[config.mk]
export PLATFORM = sky130hd
export DESIGN_NAME = elem_ctrl
export DESIGN_NICKNAME = d
export VERILOG_FILES = /design/src/verilog/elem_pkg.sv /design/src/verilog/elem_ctrl.sv
export VERILOG_INCLUDE_DIRS = /design/src /design/src/include
export SDC_FILE = /design/constraint.sdc
export NUM_CORES = 1
export LEC_CHECK = 0
export BUFFER_PORTS_ARGS = -buffer_cell sky130_fd_sc_hd__buf_4
export CORE_AREA = 2 2 40 42
export CTS_CLUSTER_SIZE = 40
export DETAILED_ROUTE_END_ITERATION = 8
export DIE_AREA = 0 0 42 44
export PLACE_DENSITY_LB_ADDON = 0.3
export SETUP_SLACK_MARGIN = 0.05
export SYNTH_ARGS = -nofsm -noshare
export SYNTH_HDL_FRONTEND = slang
export SYNTH_SLANG_ARGS = --single-unit
[constraint.sdc]
create_clock -name clk -period 0.8 [get_ports clk]
set_input_delay 0.12 -clock clk [delete_from_list [all_inputs] [get_ports clk]]
set_output_delay 0.12 -clock clk [all_outputs]
set_load 0.02 [all_outputs]
[src/include/elem_config.svh]
`ifndef ELEM_CONFIG_SVH
`define ELEM_CONFIG_SVH

// vector shape
`define ELEM_LANES 32
`define ELEM_WIDTH 18

// Q-format fraction bits
`define ELEM_FRAC 8

// multiplier latency in enabled cycles and depth of the c delay
`define ELEM_MUL_DEPTH 3

`endif

[src/verilog/elem_pkg.sv]
`default_nettype none

`include "elem_config.svh"

package elem_pkg;

	typedef logic signed [`ELEM_WIDTH-1:0] lane_t;  // one fixed-point lane

	typedef enum logic [1:0] {
		OP_MUL  = 2'd0,  // a*b
		OP_MAC  = 2'd1,  // c + a*b
		OP_NMAC = 2'd2,  // c - a*b
		OP_PASS = 2'd3   // c
	} elem_op_t;

endpackage

`default_nettype wire

[src/verilog/elem_ctrl.sv]
`default_nettype none
`timescale 1ns/100ps

`include "elem_config.svh"

module elem_ctrl
	import elem_pkg::*;
(
	input  logic     clk,
	input  logic     reset,
	input  logic     hold,
	input  logic     in_valid,
	input  elem_op_t op,
	output logic     pipe_enable,
	output elem_op_t stage_op,
	output logic     out_valid
);

	logic issue;
	logic [`ELEM_MUL_DEPTH:0] valid_q;  // multiplier stages plus combine stage
	elem_op_t op_q [`ELEM_MUL_DEPTH];

	assign pipe_enable = ~hold;
	assign issue = in_valid & pipe_enable;  // no issue while frozen

	always_ff @(posedge clk) begin
		if (reset) begin
			valid_q <= '0;
		end else if (pipe_enable) begin
			valid_q <= {valid_q[`ELEM_MUL_DEPTH-1:0], issue};
		end
	end

	// opcode follows its operands down the multiplier
	always_ff @(posedge clk) begin
		if (reset) begin
			for (int s = 0; s < `ELEM_MUL_DEPTH; s = s + 1) begin
				op_q[s] <= OP_MUL;
			end
		end else if (pipe_enable) begin
			op_q[0] <= op;
			for (int s = 1; s < `ELEM_MUL_DEPTH; s = s + 1) begin
				op_q[s] <= op_q[s-1];
			end
		end
	end

	assign stage_op = op_q[`ELEM_MUL_DEPTH-1];  // meets product at combine input

	// a held result is reported once, when hold drops
	assign out_valid = valid_q[`ELEM_MUL_DEPTH] & pipe_enable;

endmodule

`default_nettype wire

==> flow_summary.toml <==
[status]
status = "complete, but fails checks"
violations = "setup timing"

[layout]
fillCellCount = 132
fin_util_pct = 37.1
nNetsFinal = 50
final_common_cell = "buf_4"
antennaDiodeCount = 0
layout_common_cells = "8 x buf_4, 6 x edfxtp_1, 5 x and2_1, 4 x mux2i_1, 4 x nor2_1"
drive_gt1_share_pct = 41.9
area_growth_syn_to_layout_pct = 28.7

[floorplanning]
fp.dieW_um = 42
core_area_sq_um = 1420
row_count = 14
die_area_sq_um = 1850
fp.dieH_um = 44
io_pins = 10
initial_core_util_pct = 28.8

[detailed_routing]
drt_iter0_markers = 3
avgViaCountPerCell = 4.10
wirelength_um = 587
drtAntennaViolNets = 0
dr.pass1.iters = 2
drc = 0
wl_per_cell_um = 9.95
vias = 242

[yosys]
ys_ff_latch = 10
synthesis.nets = 37
synth_cells = 31
syn-cell-area_sq_um = 409
syn_area_per_cell_sq_um = 13.2
synthAdderAreaFrac_pct = 0
yosys_warnings = 0
ys_seq_area_share_pct = 63.6
synth_simple_gate_area_share_pct = 19.3
synth_compound_area_share_pct = 0
synth_mux_area_share_pct = 9.79
synth_top_family_by_area = "simple AND/OR/NAND/NOR gates"
synth_cell_types = 11
synth-xor-area-share_pct = 0

[power_and_ir_drop]
clockPowerShare_pct = 34.2
powerDensity_nw_per_um2 = 1970
combinationalPowerShare_pct = 9.7
switching_share_pct = 22.1
peakVddDrop_v = 0.000922
p_leak_nw = 0.236
seqPwrFrac_pct = 56.1
netSwitchingPower_uw = 230
finalPower_mw = 1.04
p_int_uw = 810

[global_route]
antenna_found_initial = 0
grt_overflow = 0
grt_pass1_wl_mm = 1.01
grt.total_usage_pct = 8.22
grt_max_degree = 7
grt_pass1_vias = 257

[clocking]
htreeDepth = 1
clk_path_buf_depth = 2
cts.clk_slew.worst_paths_ns = 0.06
postCtsSetupBuffers = 0
numCtsBuffers = 3
root_buffer = "clkbuf_4"
clock_latency_ns = 0.27
clkSinkCount = 10
cts_tree = "done"

[placed_design]
place_ws_ns = -0.0281
gp_congestion = 0.595
io_buffers = 9

[sta]
skew_ns = 0.000127
fin_crit_ns = 1.01
period_share_pct = 126
fmaxAchievable_mhz = 989
worstMarginPinSlew_ns = 0.278
rsz0062_at_grt = "true"
slew_viol_final = 0
setup_violations = 3
relSlewSlack_pct = 81.5
setup_ws_ns = -0.211
hold_violations = 0

[critical_path]
endpoint_kind = "output pin"
worstSetupPathType = "flop to output pin"
startpoint_type = "flop"
critical_path.max_fanout = 2
crit_arrival_ns = 0.89
required_ns = 0.68

[run]
cap_violations = 0

[min_path]
hp-class = "input pin to flop"
-- metal layers --
metal / vias to the layer above / global-route usage [%] / wire length (um)
met4: 0 / 11.6 / 33
met5: - / 0 / 0
met1: 106 / 7.59 / 223
li1: 123 / - / -
met2: 10 / 12.5 / 296
met3: 3 / 2.50 / 33
-- power by group through the flow --
stage / registers [mW] / clock network [mW] / logic (mW)
floorplan: 0.590 / 0 / 0.0614
global placement: 0.592 / 0 / 0.0938
detailed placement: 0.594 / 0 / 0.0965
CTS: 0.583 / 0.366 / 0.101
global route: 0.584 / 0.401 / 0.109
finish: 0.583 / 0.356 / 0.101
-- path summary, 6_finish.rpt --
| path | from | end | slack, ns | depth (start not counted) |
|---|---|---|---|---|
| max | valid_q[3]$_SDFFE_PP0N_ | out_valid | -0.21 | 2 |
| min | in_valid | valid_q[0]$_SDFFE_PP0N_ | 0.09 | 3 |
| max reg2reg | op_q[0][3]$_SDFFCE_PN0P_ | op_q[0][5]$_SDFFCE_PN0P_ | 0.06 | 1 |
| min reg2reg | valid_q[3]$_SDFFE_PP0N_ | valid_q[3]$_SDFFE_PP0N_ | 0.49 | 2 |
-- worst max-delay path, cell delays in order, from the launching register on --
cell     delay [ns]
dfxtp_2        0.32
and2b_2        0.19
buf_6          0.12
-- cell type report --
cell class	count	area, sq um	area share [%]
Multi-Input combinational cell	17	121	23.0
Clock inverter	1	3.75	0.713
Sequential cell	10	262	49.6
Tap cell	16	20.0	3.80
Timing Repair Buffer	11	93.8	17.8
Clock buffer	3	22.5	4.28
Inverter	1	3.75	0.713
-- cells by family after synthesis --
logic type             count (synthesis)
buffers and inverters                  4
AND/OR/NAND/NOR                       13
flip-flops                            10
multiplexers                           4
-- synth_stat cells (all sizes together) --
master	count	area [sq um]
edfxtp	6	180
nand2b	1	6.26
inv	1	3.75
and2b	1	8.76
and2	6	37.5
dfxtp	4	80.1
nor2	5	26.3
mux2i	4	40.0
buf	3	26.3
-- sequential cells by signal (all words and copies together), names as in the netlist --
signal	flops
valid_q	4
op_q	6
-- stage by stage --
stage / cell area (sq um) / instances / setup TNS, ns / hold WS, ns
2_1_floorplan: 409 / 31 / 0 / 0.192
3_3_place_gp: 485 / 55 / 0 / 0.352
3_5_place_dp: 485 / 55 / -0.168 / 0.360
4_1_cts: 523 / 59 / -0.464 / 0.0936
5_1_grt: 527 / 59 / -0.540 / 0.117
6_report: 527 / 59 / -0.442 / 0.0916
-- repair_timing --
item / CTS / global route
setup endpoints to repair: 4 / 4
gates resized for setup: 3 / 2
hold buffers: 0 / 0
pin swaps: 0 / 0
(Power assumes the default switching activity.)
