<file path="config.mk">
export PLATFORM = sky130hd
export DESIGN_NAME = delay_group
export DESIGN_NICKNAME = d
export VERILOG_FILES = /design/src/verilog/elem_pkg.sv /design/src/verilog/delay_group.sv
export VERILOG_INCLUDE_DIRS = /design/src /design/src/include
export SDC_FILE = /design/constraint.sdc
export NUM_CORES = 2
export LEC_CHECK = 0
export BUFFER_PORTS_ARGS = -buffer_cell sky130_fd_sc_hd__buf_2
export CAP_MARGIN = 20
export CORE_AREA = 2 2 454 456
export CTS_BUF_LIST = sky130_fd_sc_hd__clkbuf_4
export DETAILED_ROUTE_END_ITERATION = 6
export DIE_AREA = 0 0 456 458
export MAX_ROUTING_LAYER = met4
export PLACE_DENSITY = 0.58
export SLEW_MARGIN = 20
export SYNTH_ARGS = -nofsm -noshare
export SYNTH_HDL_FRONTEND = slang
export SYNTH_SLANG_ARGS = --single-unit
</file>
<file path="constraint.sdc">
create_clock -name clk -period 82.6 [get_ports clk]
set_input_delay 4.13 -clock clk [delete_from_list [all_inputs] [get_ports clk]]
set_output_delay 4.13 -clock clk [all_outputs]
set_load 0.02 [all_outputs]
</file>
<file path="src/include/elem_config.svh">
`ifndef ELEM_CONFIG_SVH
`define ELEM_CONFIG_SVH

// vector shape
`define ELEM_LANES 32
`define ELEM_WIDTH 18

// Q-format fraction bits
`define ELEM_FRAC 8

// multiplier latency in enabled cycles and depth of the c delay
`define ELEM_MUL_DEPTH 3

`endif

</file>
<file path="src/verilog/elem_pkg.sv">
`default_nettype none

`include "elem_config.svh"

package elem_pkg;

	typedef logic signed [`ELEM_WIDTH-1:0] lane_t;  // one fixed-point lane

	typedef enum logic [1:0] {
		OP_MUL  = 2'd0,  // a*b
		OP_MAC  = 2'd1,  // c + a*b
		OP_NMAC = 2'd2,  // c - a*b
		OP_PASS = 2'd3   // c
	} elem_op_t;

endpackage

`default_nettype wire

</file>
<file path="src/verilog/delay_group.sv">
`default_nettype none
`timescale 1ns/100ps

`include "elem_config.svh"

module delay_group
	import elem_pkg::*;
(
	input  logic  clk,
	input  logic  reset,
	input  logic  pipe_enable,
	input  lane_t c [`ELEM_LANES],
	output lane_t c_aligned [`ELEM_LANES]
);

	genvar l;

	generate
		for (l = 0; l < `ELEM_LANES; l = l + 1) begin : g_lane
			lane_t taps [`ELEM_MUL_DEPTH];

			always_ff @(posedge clk) begin
				if (reset) begin
					for (int s = 0; s < `ELEM_MUL_DEPTH; s = s + 1) begin
						taps[s] <= '0;
					end
				end else if (pipe_enable) begin
					taps[0] <= c[l];
					for (int s = 1; s < `ELEM_MUL_DEPTH; s = s + 1) begin
						taps[s] <= taps[s-1];
					end
				end
			end

			assign c_aligned[l] = taps[`ELEM_MUL_DEPTH-1];  // lines up with product
		end
	endgenerate

endmodule

`default_nettype wire

</file>
==> impl_metrics.yaml <==
drt:
  vias: 37900
  totalWireLength_um: 177000
  drt-pass1-iter-count: 4
  antenna_left: 0
  wire_per_inst_um: 21.8
  routed_via_density: 4.66
  drt_iter0_drc: 3193
  drc: 0
clock_tree:
  htree_levels: 5
  cts_max_path_buffers: 4
  ctsHoldBuffers: 0
  cts_tree: "built"
  cts_setup_buffers: 0
  cts_sinks: 1728
  cts_buffers: 462
  clockRootBuffer: "clkbuf_4"
  clk_pin_slew_ps: 60
  cts_resized: 0
  clk_latency_ps: 1360
worst_setup_path:
  cpMostUsedCell: "buf_4"
  ff2ff_path_depth: 1
  path_cells: "buf_8, buf_4, buf_12, buf_4, buf_4, buf_4, and3b_1"
  crit_type: "primary input to flip-flop"
  critPathMaxFanout: 248
  crit_cells: 7
  critPathRequiredTime_ps: 83780
  r2r_setup_slack_ps: 81580
  cpMaxStageDelayCell: "buf_4"
  setup.worst_path.start: "pipe_enable"
  crit-reg2reg-capture: "g_lane[27].taps[0][19]"
  r2r-start: "g_lane[27].taps[0][1]"
  crit_path_start_kind: "primary input"
  worstSetupEndpointType: "flip-flop"
  critPathTopFamily: "buffers and inverters"
  path_buf_inv: 6
  cp-endpoint: "g_lane[23].taps[0][19]"
  max_stage_delay_ps: 880
  crit_arrival_ps: 9210
timing:
  rsz0062_at_grt: "false"
  fmax_mhz: 125
  hold_viol: 0
  finalCritPeriodShare_pct: 9.72
  setup_ws_ps: 74570
  setup_viol: 0
  clock_skew_ps: 85.7
  fin_tns_setup_ps: 0
  fin_crit_ps: 8030
  holdWs_ps: 475
  max_slew_margin_pct: 21.1
  tightestPinTransition_ps: 1180
  drv_slew: 0
layout:
  syn_to_final_growth_pct: 11.5
  layout.nets: 5704
  largest_register_ffs: 1728
  top_register: "g_lane.taps"
  reg_top3: "g_lane.taps x1728"
  drive_gt1_share_pct: 35.1
floorplan:
  pin_count: 1155
  fp-row-count: 166
  die_w_um: 456
  design.die.area_mm2: 0.209
  die_y_um: 458
  start_util_pct: 36.3
  core-area_mm2: 0.204
synth:
  yosys-top-cells-area: "edfxtp_1 70%, and3b_1 20%, buf_4 5.9%"
  syn_nets: 4996
  synth_warnings: 0
  ys_seq_area_share_pct: 70.2
  postSynthCellCount: 4417
  yosys.area.top_type: "edfxtp_1"
  synth-edff-count: 1728
  synth_area_mm2: 0.0739
  synth.distinct_cells: 9
  yosysTopAreaCellShare_pct: 70.2
  ys.flop_type: "edfxtp_1"
  synth_common_cells: "1728 x and3b_1, 1728 x edfxtp_1, 578 x buf_4, 241 x buf_2, 101 x buf_6"
  ys_seq_elements: 1728
  synthArstFlopShare_pct: 0
  avgSynthCellArea_um2: 16.7
place:
  routabilityCongestion: 0.871
  placement.io_buffers: 1154
  place_ws_ps: 73130
  dp_hpwl_um: 116000
grt:
  grt_pass1_wl_um: 252000
  antenna_found_initial: 84
  grt_max_degree: 286
  grt_pass1_vias: 37500
  globalRouteTotalUtil_pct: 16.8
  grt_remaining_overflow: 0
power:
  power.total_mw: 1.91
  ir_worst_vdd_v: 0.0000125
  power.density_mw_per_mm2: 23.2
  p_leak_nw: 40.1
run:
  drv_cap: 0
worst_hold_path:
  min_path_type: "flip-flop to flip-flop"
run_status:
  outcome: "finished, final reports clean"
-- report_power, final --
part	switching, mW	internal (mW)	leakage (nW)
logic	0.0867	0.0472	17.8
clock network	0.344	0.383	3.30
registers	0.0173	1.03	19.0
total	0.448	1.46	40.1
-- cell usage in the layout (no fill, tap or decap) --
cell and n:
inv_2 3, diode_2 38, buf_6 7, bufinv_16 5, buf_2 1152, buf_16 4
buf_12 6, clkbuf_4 676, buf_4 33, edfxtp_1 1728, buf_8 2, clkinv_2 6
or2_4 1, clkinvlp_4 5, and3b_1 1728, clkinv_1 51
-- routing by layer --
| metal | vias to the layer above | GRT usage, % | wire length, um |
|---|---|---|---|
| li1 | 17700 | - | - |
| met1 | 18500 | 18.8 | 69900 |
| met2 | 1272 | 28.0 | 89800 |
| met3 | 402 | 5.28 | 11600 |
| met4 | 0 | 6.15 | 5600 |
| met5 | - | - | 0 |
-- metrics by stage --
stage / utilization (%) / cell area (um2) / instances
2_1_floorplan: - / 73900 / 4417
3_3_place_gp: 37.6 / 76600 / 7344
5_1_grt: 40.4 / 82300 / 8125
3_5_place_dp: 37.6 / 76600 / 7344
4_1_cts: 40.3 / 82100 / 8090
6_report: 40.4 / 82300 / 8133
-- logic make-up (layout without fill, tap and decap cells) --
group / after synthesis / after routing / share of synthesized area (%)
and+or+nand+nor: 1729 / 1729 / 20.5
DFF: 1728 / 1728 / 70.2
buffers and inverters: 960 / 1950 / 9.27
other: 0 / 38 / 0
-- how the worst min path moves through the flow --
| stage | startpoint | end | slack (ps) | cells past startpoint |
|---|---|---|---|---|
| CTS | g_lane[26].taps[0][13] | g_lane[26].taps[0][31] | 450 | 1 |
| finish | g_lane[3].taps[0][10] | g_lane[3].taps[0][28] | 470 | 1 |
| global route | g_lane[4].taps[0][24] | g_lane[4].taps[0][42] | 460 | 1 |
| floorplan | g_lane[0].taps[0][0] | g_lane[0].taps[0][18] | 530 | 1 |
| detailed placement | g_lane[14].taps[0][27] | g_lane[14].taps[0][45] | 540 | 1 |
| global placement | g_lane[24].taps[0][7] | g_lane[24].taps[0][25] | 530 | 1 |
-- final cells by class --
| class | count | area [um2] |
|---|---|---|
| timing repair buffer | 1204 | 6350 |
| tap | 2688 | 3360 |
| clock buffer | 676 | 5070 |
| sequential | 1728 | 51900 |
| multi-input combinational | 1729 | 15100 |
| antenna | 38 | 95.1 |
| fill | 18800 | 121000 |
| clock inverter | 70 | 420 |
Power figures use the tool's default switching activity.
