**config.mk**
```make
export PLATFORM = sky130hd
export DESIGN_NAME = combine_array
export DESIGN_NICKNAME = d
export VERILOG_FILES = /design/src/verilog/elem_pkg.sv /design/src/verilog/combine_array.sv
export VERILOG_INCLUDE_DIRS = /design/src /design/src/include
export SDC_FILE = /design/constraint.sdc
export NUM_CORES = 2
export LEC_CHECK = 0
export BUFFER_PORTS_ARGS = -buffer_cell sky130_fd_sc_hd__buf_4
export CORE_AREA = 2 2 683 685
export DETAILED_ROUTE_END_ITERATION = 8
export DIE_AREA = 0 0 685 687
export PLACE_DENSITY = 0.34
export SLEW_MARGIN = 20
export SYNTH_ARGS = -nofsm -noshare
export SYNTH_HDL_FRONTEND = slang
export SYNTH_SLANG_ARGS = --single-unit
```
**constraint.sdc**
```tcl
create_clock -name clk -period 8 [get_ports clk]
set_input_delay 0.8 -clock clk [delete_from_list [all_inputs] [get_ports clk]]
set_output_delay 0.8 -clock clk [all_outputs]
set_load 0.03 [all_outputs]
```
**src/include/elem_config.svh**
```systemverilog
`ifndef ELEM_CONFIG_SVH
`define ELEM_CONFIG_SVH

// vector shape
`define ELEM_LANES 32
`define ELEM_WIDTH 18

// Q-format fraction bits
`define ELEM_FRAC 8

// multiplier latency in enabled cycles and depth of the c delay
`define ELEM_MUL_DEPTH 3

`endif

```
**src/verilog/elem_pkg.sv**
```systemverilog
`default_nettype none

`include "elem_config.svh"

package elem_pkg;

	typedef logic signed [`ELEM_WIDTH-1:0] lane_t;  // one fixed-point lane

	typedef enum logic [1:0] {
		OP_MUL  = 2'd0,  // a*b
		OP_MAC  = 2'd1,  // c + a*b
		OP_NMAC = 2'd2,  // c - a*b
		OP_PASS = 2'd3   // c
	} elem_op_t;

endpackage

`default_nettype wire

```
**src/verilog/combine_array.sv**
```systemverilog
`default_nettype none
`timescale 1ns/100ps

`include "elem_config.svh"

module combine_array
	import elem_pkg::*;
(
	input  logic     clk,
	input  logic     reset,
	input  logic     pipe_enable,
	input  elem_op_t stage_op,
	input  lane_t    product [`ELEM_LANES],
	input  lane_t    c_aligned [`ELEM_LANES],
	output lane_t    result [`ELEM_LANES]
);

	// top two bits differ only when the sum left the lane range
	function automatic lane_t clip(input logic signed [`ELEM_WIDTH:0] v);
		if (v[`ELEM_WIDTH] != v[`ELEM_WIDTH-1]) begin
			clip = v[`ELEM_WIDTH] ? {1'b1, {(`ELEM_WIDTH-1){1'b0}}} :
				{1'b0, {(`ELEM_WIDTH-1){1'b1}}};
		end else begin
			clip = v[`ELEM_WIDTH-1:0];
		end
	endfunction

	genvar l;

	generate
		for (l = 0; l < `ELEM_LANES; l = l + 1) begin : g_lane
			logic signed [`ELEM_WIDTH:0] sum;
			logic signed [`ELEM_WIDTH:0] diff;
			lane_t sel;
			lane_t result_q;

			always_comb begin
				sum  = c_aligned[l] + product[l];  // one guard bit
				diff = c_aligned[l] - product[l];
				case (stage_op)
					OP_MUL:  sel = product[l];
					OP_MAC:  sel = clip(sum);
					OP_NMAC: sel = clip(diff);
					default: sel = c_aligned[l];  // OP_PASS
				endcase
			end

			always_ff @(posedge clk) begin
				if (reset) begin
					result_q <= '0;
				end else if (pipe_enable) begin
					result_q <= sel;
				end
			end

			assign result[l] = result_q;
		end
	endgenerate

endmodule

`default_nettype wire

```
==> run_results.csv <==
group,metric,value,unit
clock_network,hold_buffers,0,
logic_synthesis,netlist_instances,13500,
sta,fin_crit,4.34,ns
layout,top_regs,"g_lane.result_q x576",
worst_setup_path,r2r_start,"g_lane[29].result_q[1]$_SDFFE_PP0P_",
layout,areaGrowthSynthToFinish,24.1,%
clock_network,numCtsBuffers,108,
layout,largest_reg_flops,576,
logic_synthesis,synth_adder_area_share,17.0,%
place,dp_hpwl,506,mm
sta,relSlewSlack,21.7,%
layout,fillers,52100,
outcome,status,"finished, final reports clean",
logic_synthesis,synth.cell_area,94900,µm²
route,via_per_inst,5.22,
worst_setup_path,rrSetupSlack,6.63,ns
sta,skew,0,ns
route,wl_per_cell,30.1,µm
clock_network,cts.repair.resized,0,
floorplan,dieHeight,687,µm
worst_setup_path,critPathMaxStageDelay,0.87,ns
worst_setup_path,crit_required,8.80,ns
place,io_buffers,1732,
layout,fin_area,118000,µm²
logic_synthesis,synth_edf_count,0,
worst_setup_path,slowest_stage,"o22ai_1",
floorplan,ios,1733,
floorplan,die-area,471000,µm²
global_routing,grt_pass1_vias,107000,
logic_synthesis,synthSimpleGateAreaFrac,17.4,%
sta,finalCritPeriodShare,54.3,%
logic_synthesis,synth_cell_types,126,
sta,tns,0,ns
worst_setup_path,crit_chain,"buf_4 > inv_1 > ha_1 > nand2b_1 > a221oi_1 > o2111ai_1 > o311ai_1 > a211oi_1 > o22ai_1 > nand2_1 > a21boi_1 > a21oi_1 > a21o_1",
floorplan,start_util,20.5,%
global_routing,gr-usage-all-layers,25.5,%
global_routing,grt_pass1_wl,872,mm
clock_network,cts_tree,"built",
worst_setup_path,crit_path_end_kind,"flip-flop",
min_path,hold_end,"g_lane[30].result_q[16]$_SDFFE_PP0P_",
sta,tightest_slew,1.16,ns
sta,slew_violations,0,
route,first_pass_iters,6,
worst_setup_path,cp.arrival,5.14,ns
min_path,hold_depth,2,
route,drt_iter0_drc,8515,
worst_setup_path,crit_type,"primary input to flip-flop",
route,totalWireLength,633,mm
clock_network,path_clk_slew,0.06,ns
floorplan,rows,250,
layout,final_cell_mix,"1864 x buf_4, 1272 x o21ai_0, 1241 x a21oi_1, 1186 x nor2_1, 1155 x inv_1",
clock_network,cts_root_buffer,"clkbuf_16",
sta,max_freq,230,MHz
layout,layout_commonest_cell,"buf_4",
logic_synthesis,ys.flop_type,"dfxtp_1",
global_routing,grt.overflow.total,0,
place,postPlaceCellArea,114000,µm²
global_routing,grt_max_degree,132,
floorplan,core-area,463000,µm²
worst_setup_path,cp-start-kind,"primary input",
logic_synthesis,ys_seq_area_share,12.2,%
route,drtAntennaViolNets,0,
sta,rsz0062_at_grt,"no",
power_and_ir_drop,power_leakage,50.3,nW
logic_synthesis,avgSynthCellArea,7.02,µm²
layout,top_register,"g_lane.result_q",
layout,layout-drive-gt1-share,15.8,%
logic_synthesis,ys_async_sr_fraction,0,%
global_routing,antenna_found_initial,229,
sta,whs,0.181,ns
floorplan,die_x,685,µm
clock_network,h-tree-depth,3,
logic_synthesis,synthXorXnorAreaFrac,7.47,%
min_path,min_from,"c_aligned[34]",
layout,layout.nets,17000,
logic_synthesis,ys_ff_latch,576,
clock_network,post_cts.repair.setup_buffers,0,
logic_synthesis,syn-num-nets,15900,
worst_setup_path,rr_endpoint,"g_lane[29].result_q[1]$_SDFFE_PP0P_",
place,gp_congestion,0.925,
sta,setup_viol,0,
worst_setup_path,rr_worst_depth,4,
sta,hold_violations,0,
logic_synthesis,yosys_warnings,0,
job,max_cap_violations,0,
clock_network,clk_latency,0.89,ns
logic_synthesis,synth_top_family_by_area,"compound AO/OA/AOI/OAI gates",
min_path,hp-class,"primary input to flip-flop",
power_and_ir_drop,peakVddDrop,175,µV
route,num_vias,110000,
clock_network,cts.path.max_buffers,4,
worst_setup_path,worstPathMaxFanout,8,
power_and_ir_drop,p_per_area,155,nW/µm²
clock_network,clock-sinks,576,
logic_synthesis,synthMuxAreaShare,0.729,%
route,route.detailed.drc,0,
logic_synthesis,synth-compound-area-share,37.1,%
[report_power, final]
| group | switching (W) | internal, W | total (W) |
|---|---|---|---|
| clock | 0.00211 | 0.00288 | 0.00499 |
| sequential | 0.000297 | 0.00318 | 0.00347 |
| combinational | 0.00631 | 0.00352 | 0.00982 |
[stage by stage]
step / power [W] / std cells / util (%) / setup slack, ns
after global placement: 0.0134 / 20700 / 24.6 / 2.80
after global routing: 0.0193 / 21000 / 25.4 / 3.43
final: 0.0183 / 21000 / 25.4 / 3.66
after CTS: 0.0185 / 20900 / 25.4 / 3.76
after floorplan: 0.00936 / 13500 / - / 4.10
after detailed placement: 0.0133 / 20700 / 24.6 / 2.77
[worst max-delay path, delay by kind of cell]
| family | cells | cell delay [ns] |
|---|---|---|
| adders and majority gates | 1 | 0.25 |
| AOI/OAI and AO/OA | 8 | 3.48 |
| and+or+nand+nor | 2 | 0.35 |
| buffers and inverters | 2 | 0.26 |
[synth_stat cells (64+ instances only)]
master	count	area, µm²
o21a_1	190	1430
nand3_1	178	891
nor3_1	291	1460
o211ai_1	164	1230
buf_2	130	651
a21o_1	248	1860
nand2_1	858	3220
and3_1	65	407
inv_1	1156	4340
dfxtp_1	576	11500
o21ai_0	1272	6370
clkbuf_1	663	2490
a2111oi_0	101	885
a31oi_1	203	1270
a22oi_1	118	886
o221ai_1	79	692
or3_1	125	782
a32oi_1	79	692
nor2b_1	222	1390
fa_1	64	1280
a211oi_1	247	1850
nand2b_1	212	1330
o31ai_1	169	1270
o21bai_1	193	1450
xor2_1	123	1080
nor4_1	73	457
xnor2_1	683	5980
nor2_1	1196	4490
ha_1	1152	14400
a21oi_1	1242	6220
a221oi_1	168	1470
[layout make-up]
type / count / area [µm²] / area share [%]
inverters: 1166 / 4400 / 3.74
clock inverters: 31 / 362 / 0.307
well taps: 6174 / 7720 / 6.56
repair buffers: 1885 / 14400 / 12.2
diodes: 112 / 280 / 0.238
clock buffers: 154 / 3100 / 2.63
multi-input cells: 10900 / 75900 / 64.5
flip-flops and latches: 576 / 11500 / 9.80
[cells by family (layout without fill, tap and decap cells)]
kind of cell	after synthesis	count (layout)
AO/OA/AOI/OAI	5300	5300
XOR/XNOR	808	808
adder cells (fa/ha/maj)	1255	1255
buffers and inverters	2005	3236
flip-flops	576	576
multiplexers	53	53
other	0	112
AND/OR/NAND/NOR	3520	3520
[routing by layer]
metal  share of wire (%)  routed length [µm]  GRT usage [%]
met1                  42              269000           31.8
met2                  46              294000           42.2
met3                 6.2               39600           5.38
met4                 4.8               30400           11.6
met5                0.12                 755              0
[worst max path at each step]
stage | startpoint | to | depth (start not counted)
2_1_floorplan | product[36] | g_lane[29].result_q[11]$_SDFFE_PP0P_ | 14
3_5_place_dp | product[1] | g_lane[31].result_q[4]$_SDFFE_PP0P_ | 13
6_report | product[1] | g_lane[31].result_q[4]$_SDFFE_PP0P_ | 13
5_1_grt | product[1] | g_lane[31].result_q[4]$_SDFFE_PP0P_ | 13
4_1_cts | product[1] | g_lane[31].result_q[4]$_SDFFE_PP0P_ | 13
3_3_place_gp | product[65] | g_lane[28].result_q[15]$_SDFFE_PP0P_ | 13
Power figures use the tool's default switching activity.
